===== config.mk =====
export PLATFORM = sky130hd
export DESIGN_NAME = ahb_decoder_flat
export DESIGN_NICKNAME = d
export VERILOG_FILES = /design/src/verilog/soc_pkg.sv /design/src/verilog/ahb_slave_if.sv /design/src/verilog/ahb_decoder.sv /design/src/flat_wrapper.sv
export SDC_FILE = /design/constraint.sdc
export NUM_CORES = 1
export LEC_CHECK = 0
export BUFFER_PORTS_ARGS = -buffer_cell sky130_fd_sc_hd__buf_2
export CORE_AREA = 2 2 121 123
export CTS_CLUSTER_SIZE = 25
export DETAILED_ROUTE_END_ITERATION = 16
export DIE_AREA = 0 0 123 125
export MAX_ROUTING_LAYER = met4
export PLACE_DENSITY = 0.4
export SETUP_SLACK_MARGIN = 0.15
export SYNTH_ARGS = -nofsm -noshare
export SYNTH_HDL_FRONTEND = slang
export SYNTH_SLANG_ARGS = --single-unit

===== constraint.sdc =====
create_clock -name hclk_i -period 1.5 [get_ports hclk_i]
set_input_delay 0.15 -clock hclk_i [delete_from_list [all_inputs] [get_ports hclk_i]]
set_output_delay 0.15 -clock hclk_i [all_outputs]
set_load 0.1 [all_outputs]

===== src/verilog/soc_pkg.sv =====
package soc_pkg;

   //////////////////////////////////////////////////
   // Bus widths and memory map

   localparam int addr_width_c = 32;
   localparam int data_width_c = 32;

   localparam logic [addr_width_c-1:0] ram_base_c = 32'h2000_0000;
   localparam logic [addr_width_c-1:0] ram_mask_c = 32'hE000_0000;
   localparam logic [addr_width_c-1:0] tmr_base_c = 32'h4000_0400;
   localparam logic [addr_width_c-1:0] tmr_mask_c = 32'hFFFF_FFC0;   // 64 byte window

   //////////////////////////////////////////////////
   // AHB-Lite encodings

   typedef enum logic [1:0] {
      trans_idle   = 2'b00,
      trans_busy   = 2'b01,
      trans_nonseq = 2'b10,
      trans_seq    = 2'b11
   } htrans_e;

   typedef enum logic {
      resp_okay  = 1'b0,
      resp_error = 1'b1
   } hresp_e;

   typedef enum logic [2:0] {
      size_byte = 3'b000,
      size_half = 3'b001,
      size_word = 3'b010
   } hsize_e;

   // Timer word offsets, haddr[5:2]
   typedef enum logic [3:0] {
      tmr_ctrl    = 4'd0,
      tmr_count   = 4'd1,
      tmr_compare = 4'd2,
      tmr_status  = 4'd3
   } tmr_reg_e;

endpackage


===== src/verilog/ahb_slave_if.sv =====
`timescale 1ns/1ps

interface ahb_slave_if;

   import soc_pkg::*;

   logic                    hsel;
   logic [addr_width_c-1:0] haddr;
   htrans_e                 htrans;
   logic                    hwrite;
   hsize_e                  hsize;
   logic [data_width_c-1:0] hwdata;
   logic                    hready;   // Bus-wide ready, from the decoder
   logic [data_width_c-1:0] hrdata;

   modport decoder (
      output hsel, haddr, htrans, hwrite, hsize, hwdata, hready,
      input  hrdata
   );

   modport slave (
      input  hsel, haddr, htrans, hwrite, hsize, hwdata, hready,
      output hrdata
   );

endinterface


===== src/verilog/ahb_decoder.sv =====
`timescale 1ns/1ps

module ahb_decoder (
   input  logic                             hclk_i,
   input  logic                             rst_n_i,
   input  soc_pkg::htrans_e                 htrans_i,
   input  logic [soc_pkg::addr_width_c-1:0] haddr_i,
   input  logic                             hwrite_i,
   input  soc_pkg::hsize_e                  hsize_i,
   input  logic [soc_pkg::data_width_c-1:0] hwdata_i,
   output logic [soc_pkg::data_width_c-1:0] hrdata_o,
   output logic                             hready_o,
   output soc_pkg::hresp_e                  hresp_o,
   ahb_slave_if.decoder                     ram_o,
   ahb_slave_if.decoder                     tmr_o
);

   import soc_pkg::*;

   typedef enum logic [1:0] {tgt_none, tgt_ram, tgt_tmr, tgt_unmapped} target_e;
   typedef enum logic [1:0] {def_idle, def_err_first, def_err_second} def_state_e;

   logic       active;
   logic       ram_hit;
   logic       tmr_hit;
   logic       unmapped;
   target_e    target_q;
   def_state_e state_q;
   def_state_e state_d;

   //////////////////////////////////////////////////
   // Address phase decode

   assign active   = (htrans_i == trans_nonseq) || (htrans_i == trans_seq);
   assign ram_hit  = (haddr_i & ram_mask_c) == ram_base_c;
   assign tmr_hit  = (haddr_i & tmr_mask_c) == tmr_base_c;
   assign unmapped = active && !ram_hit && !tmr_hit;

   assign ram_o.hsel   = ram_hit;
   assign ram_o.haddr  = haddr_i;
   assign ram_o.htrans = htrans_i;
   assign ram_o.hwrite = hwrite_i;
   assign ram_o.hsize  = hsize_i;
   assign ram_o.hwdata = hwdata_i;
   assign ram_o.hready = hready_o;

   assign tmr_o.hsel   = tmr_hit;
   assign tmr_o.haddr  = haddr_i;
   assign tmr_o.htrans = htrans_i;
   assign tmr_o.hwrite = hwrite_i;
   assign tmr_o.hsize  = hsize_i;
   assign tmr_o.hwdata = hwdata_i;
   assign tmr_o.hready = hready_o;

   // Data phase owner, held while stalled
   always_ff @(posedge hclk_i or negedge rst_n_i) begin
      if (!rst_n_i) begin
         target_q <= tgt_none;
      end else if (hready_o) begin
         if (!active)
            target_q <= tgt_none;
         else if (ram_hit)
            target_q <= tgt_ram;
         else if (tmr_hit)
            target_q <= tgt_tmr;
         else
            target_q <= tgt_unmapped;
      end
   end

   always_comb begin
      case (target_q)
         tgt_ram: hrdata_o = ram_o.hrdata;
         tgt_tmr: hrdata_o = tmr_o.hrdata;
         default: hrdata_o = '0;   // Nothing to return
      endcase
   end

   //////////////////////////////////////////////////
   // Default slave, two cycle ERROR

   always_comb begin
      state_d = def_idle;
      if (state_q == def_err_first)
         state_d = def_err_second;
      else if (hready_o && unmapped)
         state_d = def_err_first;
   end

   always_ff @(posedge hclk_i or negedge rst_n_i) begin
      if (!rst_n_i)
         state_q <= def_idle;
      else
         state_q <= state_d;
   end

   assign hready_o = (state_q != def_err_first);
   assign hresp_o  = (state_q == def_idle) ? resp_okay : resp_error;

endmodule


===== src/flat_wrapper.sv =====
// flat-port wrapper written by rule: the top's interface ports become plain ports
module ahb_decoder_flat import soc_pkg::*;
  (hclk_i, rst_n_i, htrans_i, haddr_i, hwrite_i, hsize_i, hwdata_i, hrdata_o, hready_o, hresp_o, ram_o_hsel, ram_o_haddr, ram_o_htrans, ram_o_hwrite, ram_o_hsize, ram_o_hwdata, ram_o_hready, ram_o_hrdata, tmr_o_hsel, tmr_o_haddr, tmr_o_htrans, tmr_o_hwrite, tmr_o_hsize, tmr_o_hwdata, tmr_o_hready, tmr_o_hrdata);
  ahb_slave_if ram_o_i ();
  ahb_slave_if tmr_o_i ();
  input  logic hclk_i;
  input  logic rst_n_i;
  input  soc_pkg::htrans_e htrans_i;
  input  logic [soc_pkg::addr_width_c-1:0] haddr_i;
  input  logic hwrite_i;
  input  soc_pkg::hsize_e hsize_i;
  input  logic [soc_pkg::data_width_c-1:0] hwdata_i;
  output logic [soc_pkg::data_width_c-1:0] hrdata_o;
  output logic hready_o;
  output soc_pkg::hresp_e hresp_o;
  output wire logic [$bits(ram_o_i.hsel)-1:0] ram_o_hsel;
  output wire logic [$bits(ram_o_i.haddr)-1:0] ram_o_haddr;
  output wire logic [$bits(ram_o_i.htrans)-1:0] ram_o_htrans;
  output wire logic [$bits(ram_o_i.hwrite)-1:0] ram_o_hwrite;
  output wire logic [$bits(ram_o_i.hsize)-1:0] ram_o_hsize;
  output wire logic [$bits(ram_o_i.hwdata)-1:0] ram_o_hwdata;
  output wire logic [$bits(ram_o_i.hready)-1:0] ram_o_hready;
  input wire logic [$bits(ram_o_i.hrdata)-1:0] ram_o_hrdata;
  output wire logic [$bits(tmr_o_i.hsel)-1:0] tmr_o_hsel;
  output wire logic [$bits(tmr_o_i.haddr)-1:0] tmr_o_haddr;
  output wire logic [$bits(tmr_o_i.htrans)-1:0] tmr_o_htrans;
  output wire logic [$bits(tmr_o_i.hwrite)-1:0] tmr_o_hwrite;
  output wire logic [$bits(tmr_o_i.hsize)-1:0] tmr_o_hsize;
  output wire logic [$bits(tmr_o_i.hwdata)-1:0] tmr_o_hwdata;
  output wire logic [$bits(tmr_o_i.hready)-1:0] tmr_o_hready;
  input wire logic [$bits(tmr_o_i.hrdata)-1:0] tmr_o_hrdata;
  assign ram_o_hsel = ram_o_i.hsel;
  assign ram_o_haddr = ram_o_i.haddr;
  assign ram_o_htrans = ram_o_i.htrans;
  assign ram_o_hwrite = ram_o_i.hwrite;
  assign ram_o_hsize = ram_o_i.hsize;
  assign ram_o_hwdata = ram_o_i.hwdata;
  assign ram_o_hready = ram_o_i.hready;
  assign ram_o_i.hrdata = ram_o_hrdata;
  assign tmr_o_hsel = tmr_o_i.hsel;
  assign tmr_o_haddr = tmr_o_i.haddr;
  assign tmr_o_htrans = tmr_o_i.htrans;
  assign tmr_o_hwrite = tmr_o_i.hwrite;
  assign tmr_o_hsize = tmr_o_i.hsize;
  assign tmr_o_hwdata = tmr_o_i.hwdata;
  assign tmr_o_hready = tmr_o_i.hready;
  assign tmr_o_i.hrdata = tmr_o_hrdata;
  ahb_decoder u_core (.hclk_i(hclk_i), .rst_n_i(rst_n_i), .htrans_i(htrans_i), .haddr_i(haddr_i), .hwrite_i(hwrite_i), .hsize_i(hsize_i), .hwdata_i(hwdata_i), .hrdata_o(hrdata_o), .hready_o(hready_o), .hresp_o(hresp_o), .ram_o(ram_o_i), .tmr_o(tmr_o_i));
endmodule

==> results.toml <==
[grt]
grt_pass1_wl_um = 8230
grt_usage = 0.0677
antenna_found_initial = 0
grt_max_degree = 18
grt_pass1_vias = 1724
gr-total-overflow = 0

[placement]
placed_area_mm2 = 0.00268
gp_congestion = 0.673
portBuffers = 184
dpl.cell_count = 469
place_ws_ns = -0.105
dp_hpwl_um = 4350

[timing]
layout_min_cycle_time_ns = 1.64
rsz0062_at_grt = "true"
finClkSkew_ns = 0.00327
setup_viol = 32
holdWs_ns = 0.258
tightest_slew_ns = 0.489
hold_viol = 0
period_share = 1.10
postLayoutSetupSlackWorst_ns = -0.143
report.final.slew_viol_count = 0
fmax_mhz = 609
max_slew_margin = 0.676
setup_tns_ns = -4.15

[routing]
drt_wl_total_um = 5630
drc = 0
wl_per_cell_um = 11.7
drt_iter0_drc = 22
via_per_inst = 3.52
vias = 1691
ant_nets = 0
drt_pass1_iterations = 4

[worst_setup_path]
crit_buf_inv = 3
worstReg2RegStart = "u_core.state_q[0]"
cpMostUsedCell = "buf_12"
worstSetupStartpointType = "register"
reg2reg_to = "u_core.target_q[0]"
ff2ff_setup_slack_ns = 0.44
worst_setup_path_end_kind = "output pin"
cp_slowest_stage_delay_ns = 0.40
cp_cell_sequence = "inv_2 > ha_4 > buf_12 > a22oi_2 > nor2_4 > buf_12"
cp_top_family = "flip-flops"
worstPathRequired_ns = 1.35
reg2reg_depth = 5
path_class = "register to output pin"
crit_arrival_ns = 1.49
critPathSlowestCell = "dfrtp_1"
crit_fanout = 11

[die]
start_util = 0.122
die_x_um = 123
rows = 44
die_area_mm2 = 0.0154
die_h_um = 125
io_pins = 314
coreArea_mm2 = 0.0142

[yosys]
syn-instance-count = 243
yosys_register_bits = 4
syn_area_mm2 = 0.00173
yosysSeqAreaShare = 0.0579
synth_area_per_cell_um2 = 7.12
yosys.area.top_type = "buf_4"
synth_top_area_frac = 0.616
ys_types = 21
synth_warnings = 0
synthTopCellsByArea = "buf_4 (62%), a22oi_1 (14%), nor2_1 (7.2%)"
syn_nets = 381

[power]
combPwrFrac = 0.850
p_sw_frac = 0.618
p_leak_nw = 1.31
pwr-share-clk = 0.113
peakVddDrop_uv = 410
power_density_mw_per_mm2 = 1190
power.switching_mw = 2.26
total_power_mw = 3.66
p_int_mw = 1.40
pwr-share-seq = 0.037

[cts]
htreeDepth = 1
cts_buffer_depth = 2
clock-sinks = 4
clk_latency_ns = 0.22
cts_tree = "done"
cts.clk_slew.worst_paths_ns = 0.03
root_buffer = "clkbuf_16"
numCtsBuffers = 3

[cells_and_area]
n_antenna_cell = 0
drive_above_1_share = 0.953
final_nets = 437
final_cell_area_mm2 = 0.00308
fin_util = 0.217
syn2layout_area_growth_pct = 78.4
multi_input_area_um2 = 996
stdcell_count = 481
fillers = 1540
regArea_um2 = 101

[outcome]
outcome = "complete, but fails checks"
failed_checks = "negative setup slack"

[min_path]
hold_path_class = "input port to async pin"

[job]
maxCapViolCount = 0
synthesized netlist by cell type:
master	count
buf_4	142
nor2_1	33
a22oi_1	32
clkbuf_1	9
dfrtp_1	4
inv_1	3
a21oi_1	2
ha_1	2
nor4_1	2
nor4b_1	2
or4_1	2
and2_1	1
and4_1	1
mux2i_1	1
nand2b_1	1
nand3b_1	1
nor3_1	1
nor3b_1	1
o21ai_0	1
or2_2	1
or4_4	1
power groups by stage:
stage | combinational [mW] | clock, mW | sequential (mW)
after detailed placement | 2.94 | 0 | 0.136
after floorplan | 3.38 | 0 | 0.133
after CTS | 3.14 | 0.417 | 0.135
after global routing | 3.22 | 0.430 | 0.138
after global placement | 2.94 | 0 | 0.135
final | 3.11 | 0.415 | 0.135
kinds of logic after synthesis:
logic type / after synthesis / synth area share
compound gates: 35 / 0.148
fa+ha+maj: 2 / 0.0145
buf+inv: 154 / 0.643
flops: 4 / 0.0579
mux: 1 / 0.00579
simple gates: 47 / 0.132
timing repair:
action                                 in CTS  in global routing
buffers inserted                            7                  1
gates resized for setup                    41                  6
pin swaps                                   5                  6
setup endpoints to repair                  34                 37
endpoints found under the hold margin       4                  0
hold buffers                                1                  0
flip-flops by register name (all words and copies together), names as in the netlist:
register / cells
u_core.target_q: 2
u_core.state_q: 2
layout by cell type, fill, tap and decap left out, types with 2 or more instances in the layout:
cell type,instances
clkbuf_4,3
buf_6,3
buf_2,144
or4_4,3
dfrtp_1,3
clkbuf_16,3
inv_2,2
a22oi_2,32
buf_12,40
nor2_4,32
ha_4,2
a21oi_1,2
buf_4,11
worst max path at each step:
| stage | cells past startpoint | startpoint | slack [ns] | end |
|---|---|---|---|---|
| after floorplan | 5 | u_core.target_q[0] | -0.04 | hrdata_o[19] |
| after global placement | 5 | u_core.target_q[0] | -0.07 | hrdata_o[30] |
| after detailed placement | 5 | u_core.target_q[0] | -0.11 | hrdata_o[12] |
| after CTS | 6 | u_core.target_q[0] | -0.18 | hrdata_o[30] |
| after global routing | 6 | u_core.target_q[1] | -0.22 | hrdata_o[10] |
| final | 6 | u_core.target_q[1] | -0.14 | hrdata_o[28] |
cell type report:
class	count	share of cell area
inverters	3	0.00365
multi-input cells	85	0.323
clock buffers	3	0.0243
flip-flops and latches	4	0.0329
repair buffers	202	0.542
well taps	184	0.0746
metal layers:
metal,wire length [um],vias to the layer above,track usage
li1,-,778,-
met1,2100,746,0.0749
met2,2820,167,0.121
met3,716,0,0.0255
met4,0,0,0.00201
met5,0,-,-
No activity file was read; power rests on OpenSTA's default activity.
