**config.mk**
```make
export PLATFORM = sky130hd
export DESIGN_NAME = ahb_timer_flat
export DESIGN_NICKNAME = d
export VERILOG_FILES = /design/src/verilog/soc_pkg.sv /design/src/verilog/ahb_slave_if.sv /design/src/verilog/ahb_timer.sv /design/src/flat_wrapper.sv
export SDC_FILE = /design/constraint.sdc
export NUM_CORES = 1
export LEC_CHECK = 0
export BUFFER_PORTS_ARGS = -buffer_cell sky130_fd_sc_hd__clkbuf_2
export CORE_MARGIN = 5
export CORE_UTILIZATION = 56
export CTS_BUF_LIST = sky130_fd_sc_hd__clkbuf_16
export DETAILED_ROUTE_END_ITERATION = 8
export GPL_TIMING_DRIVEN = 0
export PLACE_DENSITY = 0.81
export SLEW_MARGIN = 0
export SYNTH_ARGS = -nofsm -noshare
export SYNTH_HDL_FRONTEND = slang
export SYNTH_SLANG_ARGS = --single-unit
```
**constraint.sdc**
```tcl
create_clock -name hclk_i -period 2.15 [get_ports hclk_i]
set_input_delay 0.3225 -clock hclk_i [delete_from_list [all_inputs] [get_ports hclk_i]]
set_output_delay 0.3225 -clock hclk_i [all_outputs]
set_load 0.01 [all_outputs]
```
**src/verilog/soc_pkg.sv**
```systemverilog
package soc_pkg;

   //////////////////////////////////////////////////
   // Bus widths and memory map

   localparam int addr_width_c = 32;
   localparam int data_width_c = 32;

   localparam logic [addr_width_c-1:0] ram_base_c = 32'h2000_0000;
   localparam logic [addr_width_c-1:0] ram_mask_c = 32'hE000_0000;
   localparam logic [addr_width_c-1:0] tmr_base_c = 32'h4000_0400;
   localparam logic [addr_width_c-1:0] tmr_mask_c = 32'hFFFF_FFC0;   // 64 byte window

   //////////////////////////////////////////////////
   // AHB-Lite encodings

   typedef enum logic [1:0] {
      trans_idle   = 2'b00,
      trans_busy   = 2'b01,
      trans_nonseq = 2'b10,
      trans_seq    = 2'b11
   } htrans_e;

   typedef enum logic {
      resp_okay  = 1'b0,
      resp_error = 1'b1
   } hresp_e;

   typedef enum logic [2:0] {
      size_byte = 3'b000,
      size_half = 3'b001,
      size_word = 3'b010
   } hsize_e;

   // Timer word offsets, haddr[5:2]
   typedef enum logic [3:0] {
      tmr_ctrl    = 4'd0,
      tmr_count   = 4'd1,
      tmr_compare = 4'd2,
      tmr_status  = 4'd3
   } tmr_reg_e;

endpackage

```
**src/verilog/ahb_slave_if.sv**
```systemverilog
`timescale 1ns/1ps

interface ahb_slave_if;

   import soc_pkg::*;

   logic                    hsel;
   logic [addr_width_c-1:0] haddr;
   htrans_e                 htrans;
   logic                    hwrite;
   hsize_e                  hsize;
   logic [data_width_c-1:0] hwdata;
   logic                    hready;   // Bus-wide ready, from the decoder
   logic [data_width_c-1:0] hrdata;

   modport decoder (
      output hsel, haddr, htrans, hwrite, hsize, hwdata, hready,
      input  hrdata
   );

   modport slave (
      input  hsel, haddr, htrans, hwrite, hsize, hwdata, hready,
      output hrdata
   );

endinterface

```
**src/verilog/ahb_timer.sv**
```systemverilog
`timescale 1ns/1ps

module ahb_timer (
   input  logic       hclk_i,
   input  logic       rst_n_i,
   ahb_slave_if.slave bus_i,
   output logic       tint_o
);

   import soc_pkg::*;

   logic                    accept;
   logic                    wr_q;
   tmr_reg_e                reg_q;
   logic                    match;
   logic [data_width_c-1:0] ctrl_q;
   logic [data_width_c-1:0] ctrl_d;
   logic [data_width_c-1:0] count_q;
   logic [data_width_c-1:0] compare_q;
   logic                    status_q;
   logic                    status_d;

   assign accept = bus_i.hsel && bus_i.hready &&
                   ((bus_i.htrans == trans_nonseq) || (bus_i.htrans == trans_seq));

   //////////////////////////////////////////////////
   // Address phase capture

   always_ff @(posedge hclk_i or negedge rst_n_i) begin
      if (!rst_n_i)
         wr_q <= 1'b0;
      else if (bus_i.hready)
         wr_q <= accept && bus_i.hwrite;
   end

   always_ff @(posedge hclk_i) begin
      if (accept)
         reg_q <= tmr_reg_e'(bus_i.haddr[5:2]);
   end

   //////////////////////////////////////////////////
   // Registers

   assign match = ctrl_q[0] && (count_q == compare_q);

   always_comb begin
      ctrl_d   = ctrl_q;
      status_d = status_q;
      if (wr_q && (reg_q == tmr_ctrl))
         ctrl_d = bus_i.hwdata;
      if (match)
         status_d = 1'b1;   // Match beats a clear
      else if (wr_q && (reg_q == tmr_status) && bus_i.hwdata[0])
         status_d = 1'b0;
   end

   always_ff @(posedge hclk_i or negedge rst_n_i) begin
      if (!rst_n_i) begin
         ctrl_q    <= '0;
         count_q   <= '0;
         compare_q <= '0;
         status_q  <= 1'b0;
         tint_o    <= 1'b0;
      end else begin
         ctrl_q   <= ctrl_d;
         status_q <= status_d;
         tint_o   <= status_d && ctrl_d[1];

         if (wr_q && (reg_q == tmr_count))
            count_q <= bus_i.hwdata;   // Load wins over counting
         else if (ctrl_q[0])
            count_q <= count_q + 1'b1;

         if (wr_q && (reg_q == tmr_compare))
            compare_q <= bus_i.hwdata;
      end
   end

   //////////////////////////////////////////////////
   // Read back

   always_comb begin
      case (reg_q)
         tmr_ctrl:    bus_i.hrdata = ctrl_q;
         tmr_count:   bus_i.hrdata = count_q;
         tmr_compare: bus_i.hrdata = compare_q;
         tmr_status:  bus_i.hrdata = {{(data_width_c-1){1'b0}}, status_q};
         default:     bus_i.hrdata = '0;   // Reserved offsets
      endcase
   end

endmodule

```
**src/flat_wrapper.sv**
```systemverilog
// flat-port wrapper written by rule: the top's interface ports become plain ports
module ahb_timer_flat import soc_pkg::*;
  (hclk_i, rst_n_i, tint_o, bus_i_hsel, bus_i_haddr, bus_i_htrans, bus_i_hwrite, bus_i_hsize, bus_i_hwdata, bus_i_hready, bus_i_hrdata);
  ahb_slave_if bus_i_i ();
  input  logic hclk_i;
  input  logic rst_n_i;
  output logic tint_o;
  input wire logic [$bits(bus_i_i.hsel)-1:0] bus_i_hsel;
  input wire logic [$bits(bus_i_i.haddr)-1:0] bus_i_haddr;
  input wire logic [$bits(bus_i_i.htrans)-1:0] bus_i_htrans;
  input wire logic [$bits(bus_i_i.hwrite)-1:0] bus_i_hwrite;
  input wire logic [$bits(bus_i_i.hsize)-1:0] bus_i_hsize;
  input wire logic [$bits(bus_i_i.hwdata)-1:0] bus_i_hwdata;
  input wire logic [$bits(bus_i_i.hready)-1:0] bus_i_hready;
  output wire logic [$bits(bus_i_i.hrdata)-1:0] bus_i_hrdata;
  assign bus_i_i.hsel = bus_i_hsel;
  assign bus_i_i.haddr = bus_i_haddr;
  assign bus_i_i.htrans = bus_i_htrans;
  assign bus_i_i.hwrite = bus_i_hwrite;
  assign bus_i_i.hsize = bus_i_hsize;
  assign bus_i_i.hwdata = bus_i_hwdata;
  assign bus_i_i.hready = bus_i_hready;
  assign bus_i_hrdata = bus_i_i.hrdata;
  ahb_timer u_core (.hclk_i(hclk_i), .rst_n_i(rst_n_i), .bus_i(bus_i_i), .tint_o(tint_o));
endmodule
```
==> results of run 1 <==
-- sequential cells by signal, summed over array words and instances, names as in the netlist --
signal	flops
u_core.compare_q	32
u_core.count_q	32
u_core.ctrl_q	32
u_core.reg_q	4
u_core.status_q	1
u_core.tint_o	1
u_core.wr_q	1
-- worst min-delay path by stage --
stage / start / end / cells after the start
floorplan: rst_n_i / u_core.compare_q[0] / 0
global route: rst_n_i / u_core.compare_q[6] / 1
global placement: u_core.status_q / u_core.status_q / 2
detailed placement: rst_n_i / u_core.compare_q[6] / 1
finish: rst_n_i / u_core.compare_q[6] / 1
CTS: rst_n_i / u_core.ctrl_q[31] / 1
-- worst register-to-register path: cells and delay by family, from the launching register on --
family                   cells  cell delay [ns]
AO/OA/AOI/OAI                1             0.08
flip-flops                   1             0.49
buffers and inverters        2             0.44
XOR/XNOR                     1             0.17
adder cells (fa/ha/maj)      1             0.24
AND/OR/NAND/NOR              3             0.50
-- power by group --
part / internal (mW) / switching [mW] / total, mW
sequential: 2.32 / 0.403 / 2.72
combinational: 0.668 / 0.786 / 1.45
clock: 0.755 / 0.690 / 1.44
total: 3.74 / 1.88 / 5.62
-- metrics by stage --
| step | setup WS [ns] | hold slack (ns) | TNS, ns |
|---|---|---|---|
| 4_1_cts | -0.0528 | 0.0161 | -0.380 |
| 5_1_grt | -0.100 | 0.0419 | -1.88 |
| 2_1_floorplan | 0.432 | 0.0269 | 0 |
| 3_3_place_gp | -0.466 | 0.484 | -47.86 |
| 3_5_place_dp | -0.202 | 0.390 | -2.65 |
| 6_report | -0.0511 | 0.00350 | -0.188 |
-- metal layers --
layer	up-vias	routed length [um]	part of all wire, %
met5	-	0	0
met2	301	7710	48
met4	0	808	5.0
li1	2089	-	-
met3	68	1440	8.9
met1	2376	6230	38
-- placed cells by master, fill, tap and decap left out, drive strengths merged, types with 2 or more instances in the layout --
| master | netlist | final |
|---|---|---|
| a31oi | 2 | 2 |
| a22o | 2 | 2 |
| o21ai | 4 | 4 |
| buf | 22 | 30 |
| dfrtp | 99 | 99 |
| nand4 | 21 | 21 |
| clkinv | 0 | 3 |
| inv | 2 | 5 |
| a21oi | 61 | 61 |
| nand3 | 20 | 20 |
| xor2 | 40 | 40 |
| edfxtp | 4 | 4 |
| clkbuf | 21 | 104 |
| nor3 | 5 | 5 |
| nand2 | 41 | 41 |
| mux2 | 65 | 65 |
| and2 | 4 | 4 |
| a221oi | 31 | 31 |
| nor2 | 35 | 35 |
| nor4 | 5 | 5 |
| and4 | 2 | 2 |
| and3 | 8 | 8 |
| xnor2 | 21 | 21 |
-- layout make-up --
cell class | count | area [um2] | share of cell area (%)
buffer | 43 | 293 | 4.49
clock buffer | 9 | 225 | 3.46
clock inverter | 6 | 22.5 | 0.346
inverter | 2 | 7.51 | 0.115
multi-input combinational | 377 | 2750 | 42.3
sequential | 103 | 2600 | 39.9
tap | 133 | 166 | 2.55
timing repair buffer | 82 | 450 | 6.91
-- cell families after synthesis --
logic type,count (synthesis)
DFF,103
and+or+nand+nor,148
muxes,66
AOI/OAI and AO/OA,101
adders and majority gates,1
buffers and inverters,45
xor gates and xnor gates,61
-- what timing repair did --
item | CTS | global route
resized for setup | 53 | 9
endpoints found under the hold margin | 0 | 0
gates cloned | 1 | 0
endpoints found under the setup margin | 32 | 71
setup buffers | 4 | 2
pin swaps | 2 | 2
==> summary.md, run 1 <==
## Critical path
- **slowest cell on the critical path** edfxtp_1
- **cells along the critical path** nor3b_4, clkbuf_8, a221oi_1, a21oi_1, clkbuf_2
- **Data required, critical path** 1.83 ns
- **count of buffer and inverter cells on the critical path** 2
- **critical path capture point type** output pin
- **origin of the critical flop-to-flop path** u_core.count_q[0]
- **Data arrival, critical path** 1.88 ns
- **Worst path top cell family by delay** buffers and inverters
- **worst r2r path cells** 8
- **Critical Path Sink** bus_i_hrdata[2]
- **worst reg2reg path endpoint** u_core.count_q[26]
- **peak per-stage delay on the critical path** 0.44 ns
- **critical path class** reg -> out
- **cell count along the critical path** 5
- **highest net fanout along the worst path** 10
- **FF-to-FF setup slack** 0.08 ns
- **startpoint of the worst setup timing path** u_core.reg_q[2]
- **critical path launch point type** flip-flop

## STA
- **f_max** 0.454 GHz
- **final critical-path share of the clock period** 102%
- **actual slew at the worst max-slew pin** 0.611 ns
- **Setup-failing EPs final** 9
- **clock period minus final worst setup slack** 2.20 ns
- **Rel. slew slack** 59.2%
- **unrepaired setup endpoints after global routing** yes
- **Worst Slack Setup Final** -0.0511 ns
- **hold violation total from the final report** 0
- **Post-Route Skew** 0.00846 ns
- **Max Slew Vio Count** 0

## Global route
- **aggregate global-route resource usage** 28.2%
- **global-route wire length before repair** 25100 um
- **routing usage on met2** 44.8%
- **grt ovf** 0
- **M1 GR Usage** 35.9%
- **vias in the first global route** 4778
- **largest net degree at the start of global routing** 61
- **GR met3 Demand/Resource** 5.45%
- **antenna violations before repair** 0
- **most congested layer reported by global routing** met2

## Finish
- **Final Cell Area** 6520 um2
- **share of final-layout standard cells stronger than drive strength 1** 34.2%
- **fin cells** 755
- **total of fill cells in the finished design** 739
- **Finished Core Util** 67.3%
- **area growth from synthesis to layout** 18.7%
- **final layout net count** 693
- **number of antenna diodes** 0

## Logic synthesis
- **largest family of logic cells by synthesized area** simple AND/OR/NAND/NOR gates
- **mux contribution to synthesized area** 13.5%
- **xor/xnor cell area share of the yosys netlist** 9.74%
- **EDFF count, synth** 4
- **most used standard cells in the synthesized netlist** 99 x dfrtp_1, 65 x mux2_2, 61 x a21oi_1
- **Post-Synthesis Mean Instance Area** 10.5 um2
- **number of synthesized register bits** 103
- **synthesized-area fraction occupied by ao, oa, aoi and oai cells** 11.6%
- **most frequent cell after synthesis** dfrtp_1
- **simple-gate area share of the yosys netlist** 14.2%
- **post-synth top area cell** dfrtp_1
- **Async SR Flop Fraction** 96.1%
- **cell area after synthesis** 5490 um2
- **sequential area share after synthesis** 47.3%
- **Ys Warns** 0
- **post-synth net total** 600
- **adder-cell share of the synthesized area** 0.228%
- **count of distinct cell types in the synthesized netlist** 41
- **post-synth top area share** 45.1%
- **post-synthesis instance total** 525
- **leading register cell type out of synthesis** dfrtp_1
- **Area contributors post-synth** dfrtp_1 45%, mux2_2 13%, xor2_1 6.4%

## CTS
- **total of hold buffers inserted after clock tree synthesis** 0
- **number of buffers created by CTS** 9
- **insertion delay to the later sink of the worst-skew pair** 0.35 ns
- **number of levels in the clock H-tree** 3
- **Root Buffer Master** clkbuf_16
- **clock tree from TritonCTS** built
- **clock slew at the register clock pins of the worst setup and hold paths** 0.07 ns
- **Clock Path Buffers** 2
- **number of clock sinks** 103

## Drt
- **remaining antenna violation count after routing** 0
- **DRC violation total after the first TritonRoute iteration** 412
- **number of design rule violations left after detail routing** 0
- **drt total wl** 16200 um
- **routed length per placed instance** 21.4 um
- **DR pass1 iterations** 5
- **count of vias placed by the detailed router** 4834
- **number of vias per cell after detailed routing** 6.40

## Outcome
- **result of the run** finished with violations
- **violated checks** setup timing

## Power and ir drop
- **power density over cell area** 862 nW/um2
- **Worst IR Drop VDD** 0.412 mV
- **total leakage power** 2.84 nW
- **Final Total Pwr** 5.62 mW

## Floorplanning
- **Site Rows** 36
- **width of the die** 109 um
- **initial core utilization** 56.7%
- **number of primary I/O pins** 107
- **floorplan core area** 9680 um2
- **height of the die** 109 um
- **area of the die** 11900 um2

## Place
- **RD Place Congestion** 0.941
- **dpl cell area** 6050 um2
- **Cells after DPL** 733
- **dpl hpwl** 11100 um
- **port buffer count** 74

## Run
- **Max-cap violations** 0

## Hold path
- **class of the tightest hold or removal check** in -> async

No activity file was read; power rests on OpenSTA's default activity.
==> run 2, diff against run 1 <==
Settings changed: CORE_ASPECT_RATIO set to 1.1, CORE_MARGIN 5 to not set, PLACE_DENSITY 0.81 to not set, PLACE_DENSITY_LB_ADDON set to 0.1.
==> summary.md, run 2 (synthesis results as in run 1) <==
## Outcome
- **result of the run** finished with violations
- **violated checks** setup timing

## Power and ir drop
- **power density over cell area** 869 nW/um2
- **total leakage power** 2.90 nW
- **Worst IR Drop VDD** 0.571 mV
- **Final Total Pwr** 5.78 mW

## Finish
- **commonest cells after routing, fill and taps aside** 99 x dfrtp_1, 65 x mux2_2, 60 x clkbuf_2
- **Finished Core Util** 70.4%
- **area growth from synthesis to layout** 21.2%
- **total of fill cells in the finished design** 708
- **leading cell type in the layout, fill and taps excluded** dfrtp_1
- **number of antenna diodes** 0
- **final layout net count** 692
- **share of final-layout standard cells stronger than drive strength 1** 36.7%
- **largest registers** u_core.compare_q: 32 flops, u_core.count_q: 32 flops, u_core.ctrl_q: 32 flops

## Floorplanning
- **floorplan core area** 9440 um2
- **initial core utilization** 58.1%
- **number of primary I/O pins** 107
- **area of the die** 10200 um2
- **Site Rows** 37
- **width of the die** 96.4 um
- **height of the die** 106 um

## CTS
- **clock slew at the register clock pins of the worst setup and hold paths** 0.07 ns
- **number of clock sinks** 103
- **insertion delay to the later sink of the worst-skew pair** 0.35 ns
- **clock tree from TritonCTS** built
- **Clock Path Buffers** 2
- **Root Buffer Master** clkbuf_16
- **number of buffers created by CTS** 9
- **number of levels in the clock H-tree** 3
- **total of hold buffers inserted after clock tree synthesis** 0

## Critical path
- **peak per-stage delay on the critical path** 0.47 ns
- **CP dominant cell by count** clkbuf_2
- **Data required, critical path** 1.83 ns
- **slowest cell on the critical path** edfxtp_1
- **Critical Path Sink** bus_i_hrdata[14]
- **worst reg2reg path endpoint** u_core.ctrl_q[9]
- **highest net fanout along the worst path** 10
- **critical path capture point type** output pin
- **critical path launch point type** flip-flop
- **startpoint of the worst setup timing path** u_core.reg_q[0]
- **worst r2r path cells** 5
- **critical path class** reg -> out
- **Data arrival, critical path** 1.89 ns
- **FF-to-FF setup slack** 0.08 ns
- **cells along the critical path** clkbuf_2, clkbuf_4, a221oi_1, a21oi_2, clkbuf_2
- **origin of the critical flop-to-flop path** u_core.reg_q[2]

## Drt
- **DRC violation total after the first TritonRoute iteration** 304
- **number of vias per cell after detailed routing** 6.28
- **DR pass1 iterations** 6
- **max layer used** met4
- **count of vias placed by the detailed router** 4636
- **number of design rule violations left after detail routing** 0
- **drt total wl** 16300 um
- **wl on met1** 6820 um
- **DR WL met3** 1360 um
- **detailed route wirelength on metal2** 7660 um
- **routed length per placed instance** 22.0 um
- **remaining antenna violation count after routing** 0

## Global route
- **global-route wire length before repair** 24400 um
- **grt ovf** 0
- **largest net degree at the start of global routing** 52
- **aggregate global-route resource usage** 32.8%
- **vias in the first global route** 4498
- **antenna violations before repair** 0

## STA
- **actual slew at the worst max-slew pin** 0.721 ns
- **Worst Slack Setup Final** -0.0635 ns
- **Sum Neg Setup Slack** -0.372 ns
- **unrepaired setup endpoints after global routing** yes
- **Max Slew Vio Count** 0
- **worst hold slack** 0.0413 ns
- **final critical-path share of the clock period** 103%
- **Post-Route Skew** 0.00634 ns
- **hold violation total from the final report** 0
- **f_max** 0.452 GHz
- **Rel. slew slack** 51.9%
- **Setup-failing EPs final** 17
- **clock period minus final worst setup slack** 2.21 ns

## Place
- **post-place setup slack** -0.231 ns
- **port buffer count** 74
- **dpl hpwl** 10700 um
- **RD Place Congestion** 0.930

## Hold path
- **class of the tightest hold or removal check** in -> async

## Run
- **Max-cap violations** 0

-- run 2: cell types whose count changed in the layout (fill, tap and decap cells not counted), moves of 3 or more --
cell      change
buf_4         -3
a21oi_2       +4
buf_12        +3
a221oi_2      +8
a221oi_1      -8
a21oi_1       -4
clkinv_1      -3
buf_2        +19
clkbuf_2     -23
-- run 2: per-layer routing --
metal	vias up	track usage (%)
li1	2075	-
met1	2309	45.7
met2	219	48.9
met3	33	7.22
met4	0	14.3
met5	-	0
-- run 2: worst max-delay path: cells and delay by family (launching register included) --
family                 cells  cell delay, ns
DFF                        1            0.47
buffers and inverters      3            0.65
AOI/OAI and AO/OA          2            0.42
-- run 2: layout make-up --
class / count / area (um2) / area share (%)
inverters: 2 / 7.51 / 0.113
clock buffers: 9 / 225 / 3.39
multi-input cells: 377 / 2830 / 42.6
flip-flops and latches: 103 / 2600 / 39.1
well taps: 117 / 146 / 2.20
plain buffers: 43 / 322 / 4.84
repair buffers: 81 / 467 / 7.02
clock inverters: 6 / 53.8 / 0.809
-- run 2: worst min path at each step --
stage | startpoint | end | slack (ns)
6_report | rst_n_i | u_core.ctrl_q[29] | 0.04
5_1_grt | rst_n_i | u_core.tint_o | 0.11
4_1_cts | rst_n_i | u_core.ctrl_q[29] | 0.08
3_5_place_dp | rst_n_i | u_core.ctrl_q[31] | 0.43
3_3_place_gp | u_core.ctrl_q[12] | u_core.ctrl_q[12] | 0.49
2_1_floorplan | rst_n_i | u_core.compare_q[0] | 0.03
-- run 2: what timing repair did --
item	4_1_cts	5_1_grt
buffers inserted	2	2
hold endpoints to repair	0	0
cloned	1	1
resized for setup	51	54
setup endpoints to repair	32	48
pin swaps	2	4
-- run 2: per-stage QoR --
stage / area [um2] / cells
after global placement: 6000 / 716
final: 6650 / 738
after floorplan: 5490 / 525
after CTS: 6480 / 735
after detailed placement: 6030 / 717
after global routing: 6650 / 738
-- run 2: power breakdown --
group / total (mW) / switching [mW] / internal (mW)
combinational: 1.47 / 0.789 / 0.679
sequential: 2.72 / 0.408 / 2.32
clock: 1.59 / 0.701 / 0.885
==> run 3, diff against run 2 <==
Settings changed: CELL_PAD_IN_SITES_DETAIL_PLACEMENT set to 0, CELL_PAD_IN_SITES_GLOBAL_PLACEMENT set to 1, CORE_UTILIZATION 56 to 43, PLACE_DENSITY set to 0.87, PLACE_DENSITY_LB_ADDON 0.1 to not set.
==> summary.md, run 3 (synthesis results as in run 1) <==
## STA
- **Setup-failing EPs final** 10
- **Worst Slack Setup Final** -0.0537 ns
- **unrepaired setup endpoints after global routing** yes
- **worst hold slack** 0.0160 ns
- **Rel. slew slack** 55.8%
- **Post-Route Skew** 0.00513 ns
- **actual slew at the worst max-slew pin** 0.663 ns
- **f_max** 0.454 GHz
- **hold violation total from the final report** 0
- **Max Slew Vio Count** 0
- **clock period minus final worst setup slack** 2.20 ns
- **final critical-path share of the clock period** 102%

## Drt
- **DR pass1 iterations** 5
- **count of vias placed by the detailed router** 4637
- **number of design rule violations left after detail routing** 0
- **number of vias per cell after detailed routing** 5.96
- **remaining antenna violation count after routing** 0
- **DRC violation total after the first TritonRoute iteration** 418
- **routed length per placed instance** 20.9 um
- **drt total wl** 16300 um

## CTS
- **clock tree from TritonCTS** built
- **number of levels in the clock H-tree** 3
- **number of buffers created by CTS** 9
- **insertion delay to the later sink of the worst-skew pair** 0.35 ns
- **Clock Path Buffers** 2
- **Root Buffer Master** clkbuf_16
- **clock slew at the register clock pins of the worst setup and hold paths** 0.07 ns
- **number of clock sinks** 103
- **total of hold buffers inserted after clock tree synthesis** 0

## Power and ir drop
- **Worst IR Drop VDD** 0.359 mV
- **Clk network pwr share** 26.4%
- **part of the power in registers** 47.9%
- **power density over cell area** 851 nW/um2
- **Final Total Pwr** 5.66 mW
- **total leakage power** 2.87 nW
- **net switching share of the total power** 33.6%
- **internal power summed over all cells** 3.76 mW
- **power share of the combinational group** 25.7%
- **Net Sw Power** 1.90 mW

## Floorplanning
- **number of primary I/O pins** 107
- **floorplan core area** 12200 um2
- **Site Rows** 42
- **initial core utilization** 44.8%
- **width of the die** 110 um
- **height of the die** 120 um
- **area of the die** 13200 um2

## Global route
- **grt ovf** 0
- **largest net degree at the start of global routing** 55
- **antenna violations before repair** 0
- **global-route wire length before repair** 25400 um
- **vias in the first global route** 4640
- **aggregate global-route resource usage** 26.0%

## Run
- **Max-cap violations** 0

## Outcome
- **violated checks** setup timing
- **result of the run** finished with violations

## Finish
- **commonest cells after routing, fill and taps aside** 99 x dfrtp_1, 65 x mux2_2, 62 x clkbuf_2
- **area growth from synthesis to layout** 21.2%
- **share of final-layout standard cells stronger than drive strength 1** 36.9%
- **Finished Core Util** 54.3%
- **largest registers** u_core.compare_q: 32 flops, u_core.count_q: 32 flops, u_core.ctrl_q: 32 flops
- **final layout net count** 694
- **fin cells** 778
- **total of fill cells in the finished design** 1091
- **number of antenna diodes** 0
- **leading cell type in the layout, fill and taps excluded** dfrtp_1

## Critical path
- **critical path capture point type** output pin
- **critical path launch point type** flip-flop
- **Data required, critical path** 1.83 ns
- **critical path class** reg -> out
- **Data arrival, critical path** 1.88 ns
- **highest net fanout along the worst path** 10

## Place
- **RD Place Congestion** 0.907
- **Cells after DPL** 754
- **dpl hpwl** 11200 um
- **post-place setup slack** -0.232 ns
- **port buffer count** 74

## Hold path
- **class of the tightest hold or removal check** in -> async

run 3: path summary, 6_finish.rpt:
| check | start | cells after the start | end | slack (ns) |
|---|---|---|---|---|
| worst max register to register | u_core.reg_q[3] | 6 | u_core.compare_q[12] | 0.06 |
| min in group hclk_i | bus_i_haddr[5] | 1 | u_core.reg_q[3] | 0.15 |
| worst min-delay path | rst_n_i | 1 | u_core.ctrl_q[8] | 0.02 |
| worst min register to register | u_core.ctrl_q[6] | 1 | u_core.ctrl_q[6] | 0.51 |
| max in group asynchronous | rst_n_i | 2 | u_core.compare_q[21] | 1.42 |
| worst max-delay path | u_core.reg_q[0] | 5 | bus_i_hrdata[1] | -0.05 |
run 3: worst max-delay path: stages, from the launching register on:
cell      delay (ns)
edfxtp_1        0.47
clkbuf_2        0.22
clkbuf_4        0.26
a221oi_1        0.34
a21oi_2         0.08
buf_2           0.16
run 3: power by group through the flow:
stage | sequential [mW] | combinational (mW) | clock [mW]
6_report | 2.71 | 1.46 | 1.49
5_1_grt | 2.76 | 1.58 | 1.56
4_1_cts | 2.69 | 1.41 | 1.50
3_5_place_dp | 2.73 | 1.38 | 0
3_3_place_gp | 2.70 | 1.35 | 0
2_1_floorplan | 2.63 | 0.980 | 0
run 3: area by class of cell:
class                      instances  area [um2]  area share (%)
clock inverter                     7        31.3           0.470
clock buffer                       9         225            3.39
timing repair buffer              83         460            6.92
tap                              154         193            2.90
sequential                       103        2600            39.1
buffer                            43         328            4.93
multi-input combinational        377        2810            42.2
inverter                           2        7.51           0.113
run 3: per-layer routing:
layer | vias to the layer above | GRT usage, % | share of wire (%) | wire, um
met5 | - | 0 | 0 | 0
met4 | 0 | 11.5 | 2.7 | 447
met3 | 30 | 4.80 | 6.8 | 1110
met2 | 179 | 39.9 | 48 | 7800
met1 | 2340 | 35.7 | 42 | 6900
li1 | 2088 | - | - | -
run 3: stage by stage:
stage | setup TNS, ns | cell area [um2]
3_3_place_gp | -52.71 | 6050
3_5_place_dp | -4.28 | 6080
6_report | -0.219 | 6650
4_1_cts | -0.286 | 6490
5_1_grt | -2.26 | 6650
2_1_floorplan | 0 | 5490
run 3: what timing repair did:
action	CTS	global route
pin swaps	2	3
cloned	0	1
buffers inserted	5	2
resized for setup	42	66
setup endpoints to repair	33	80
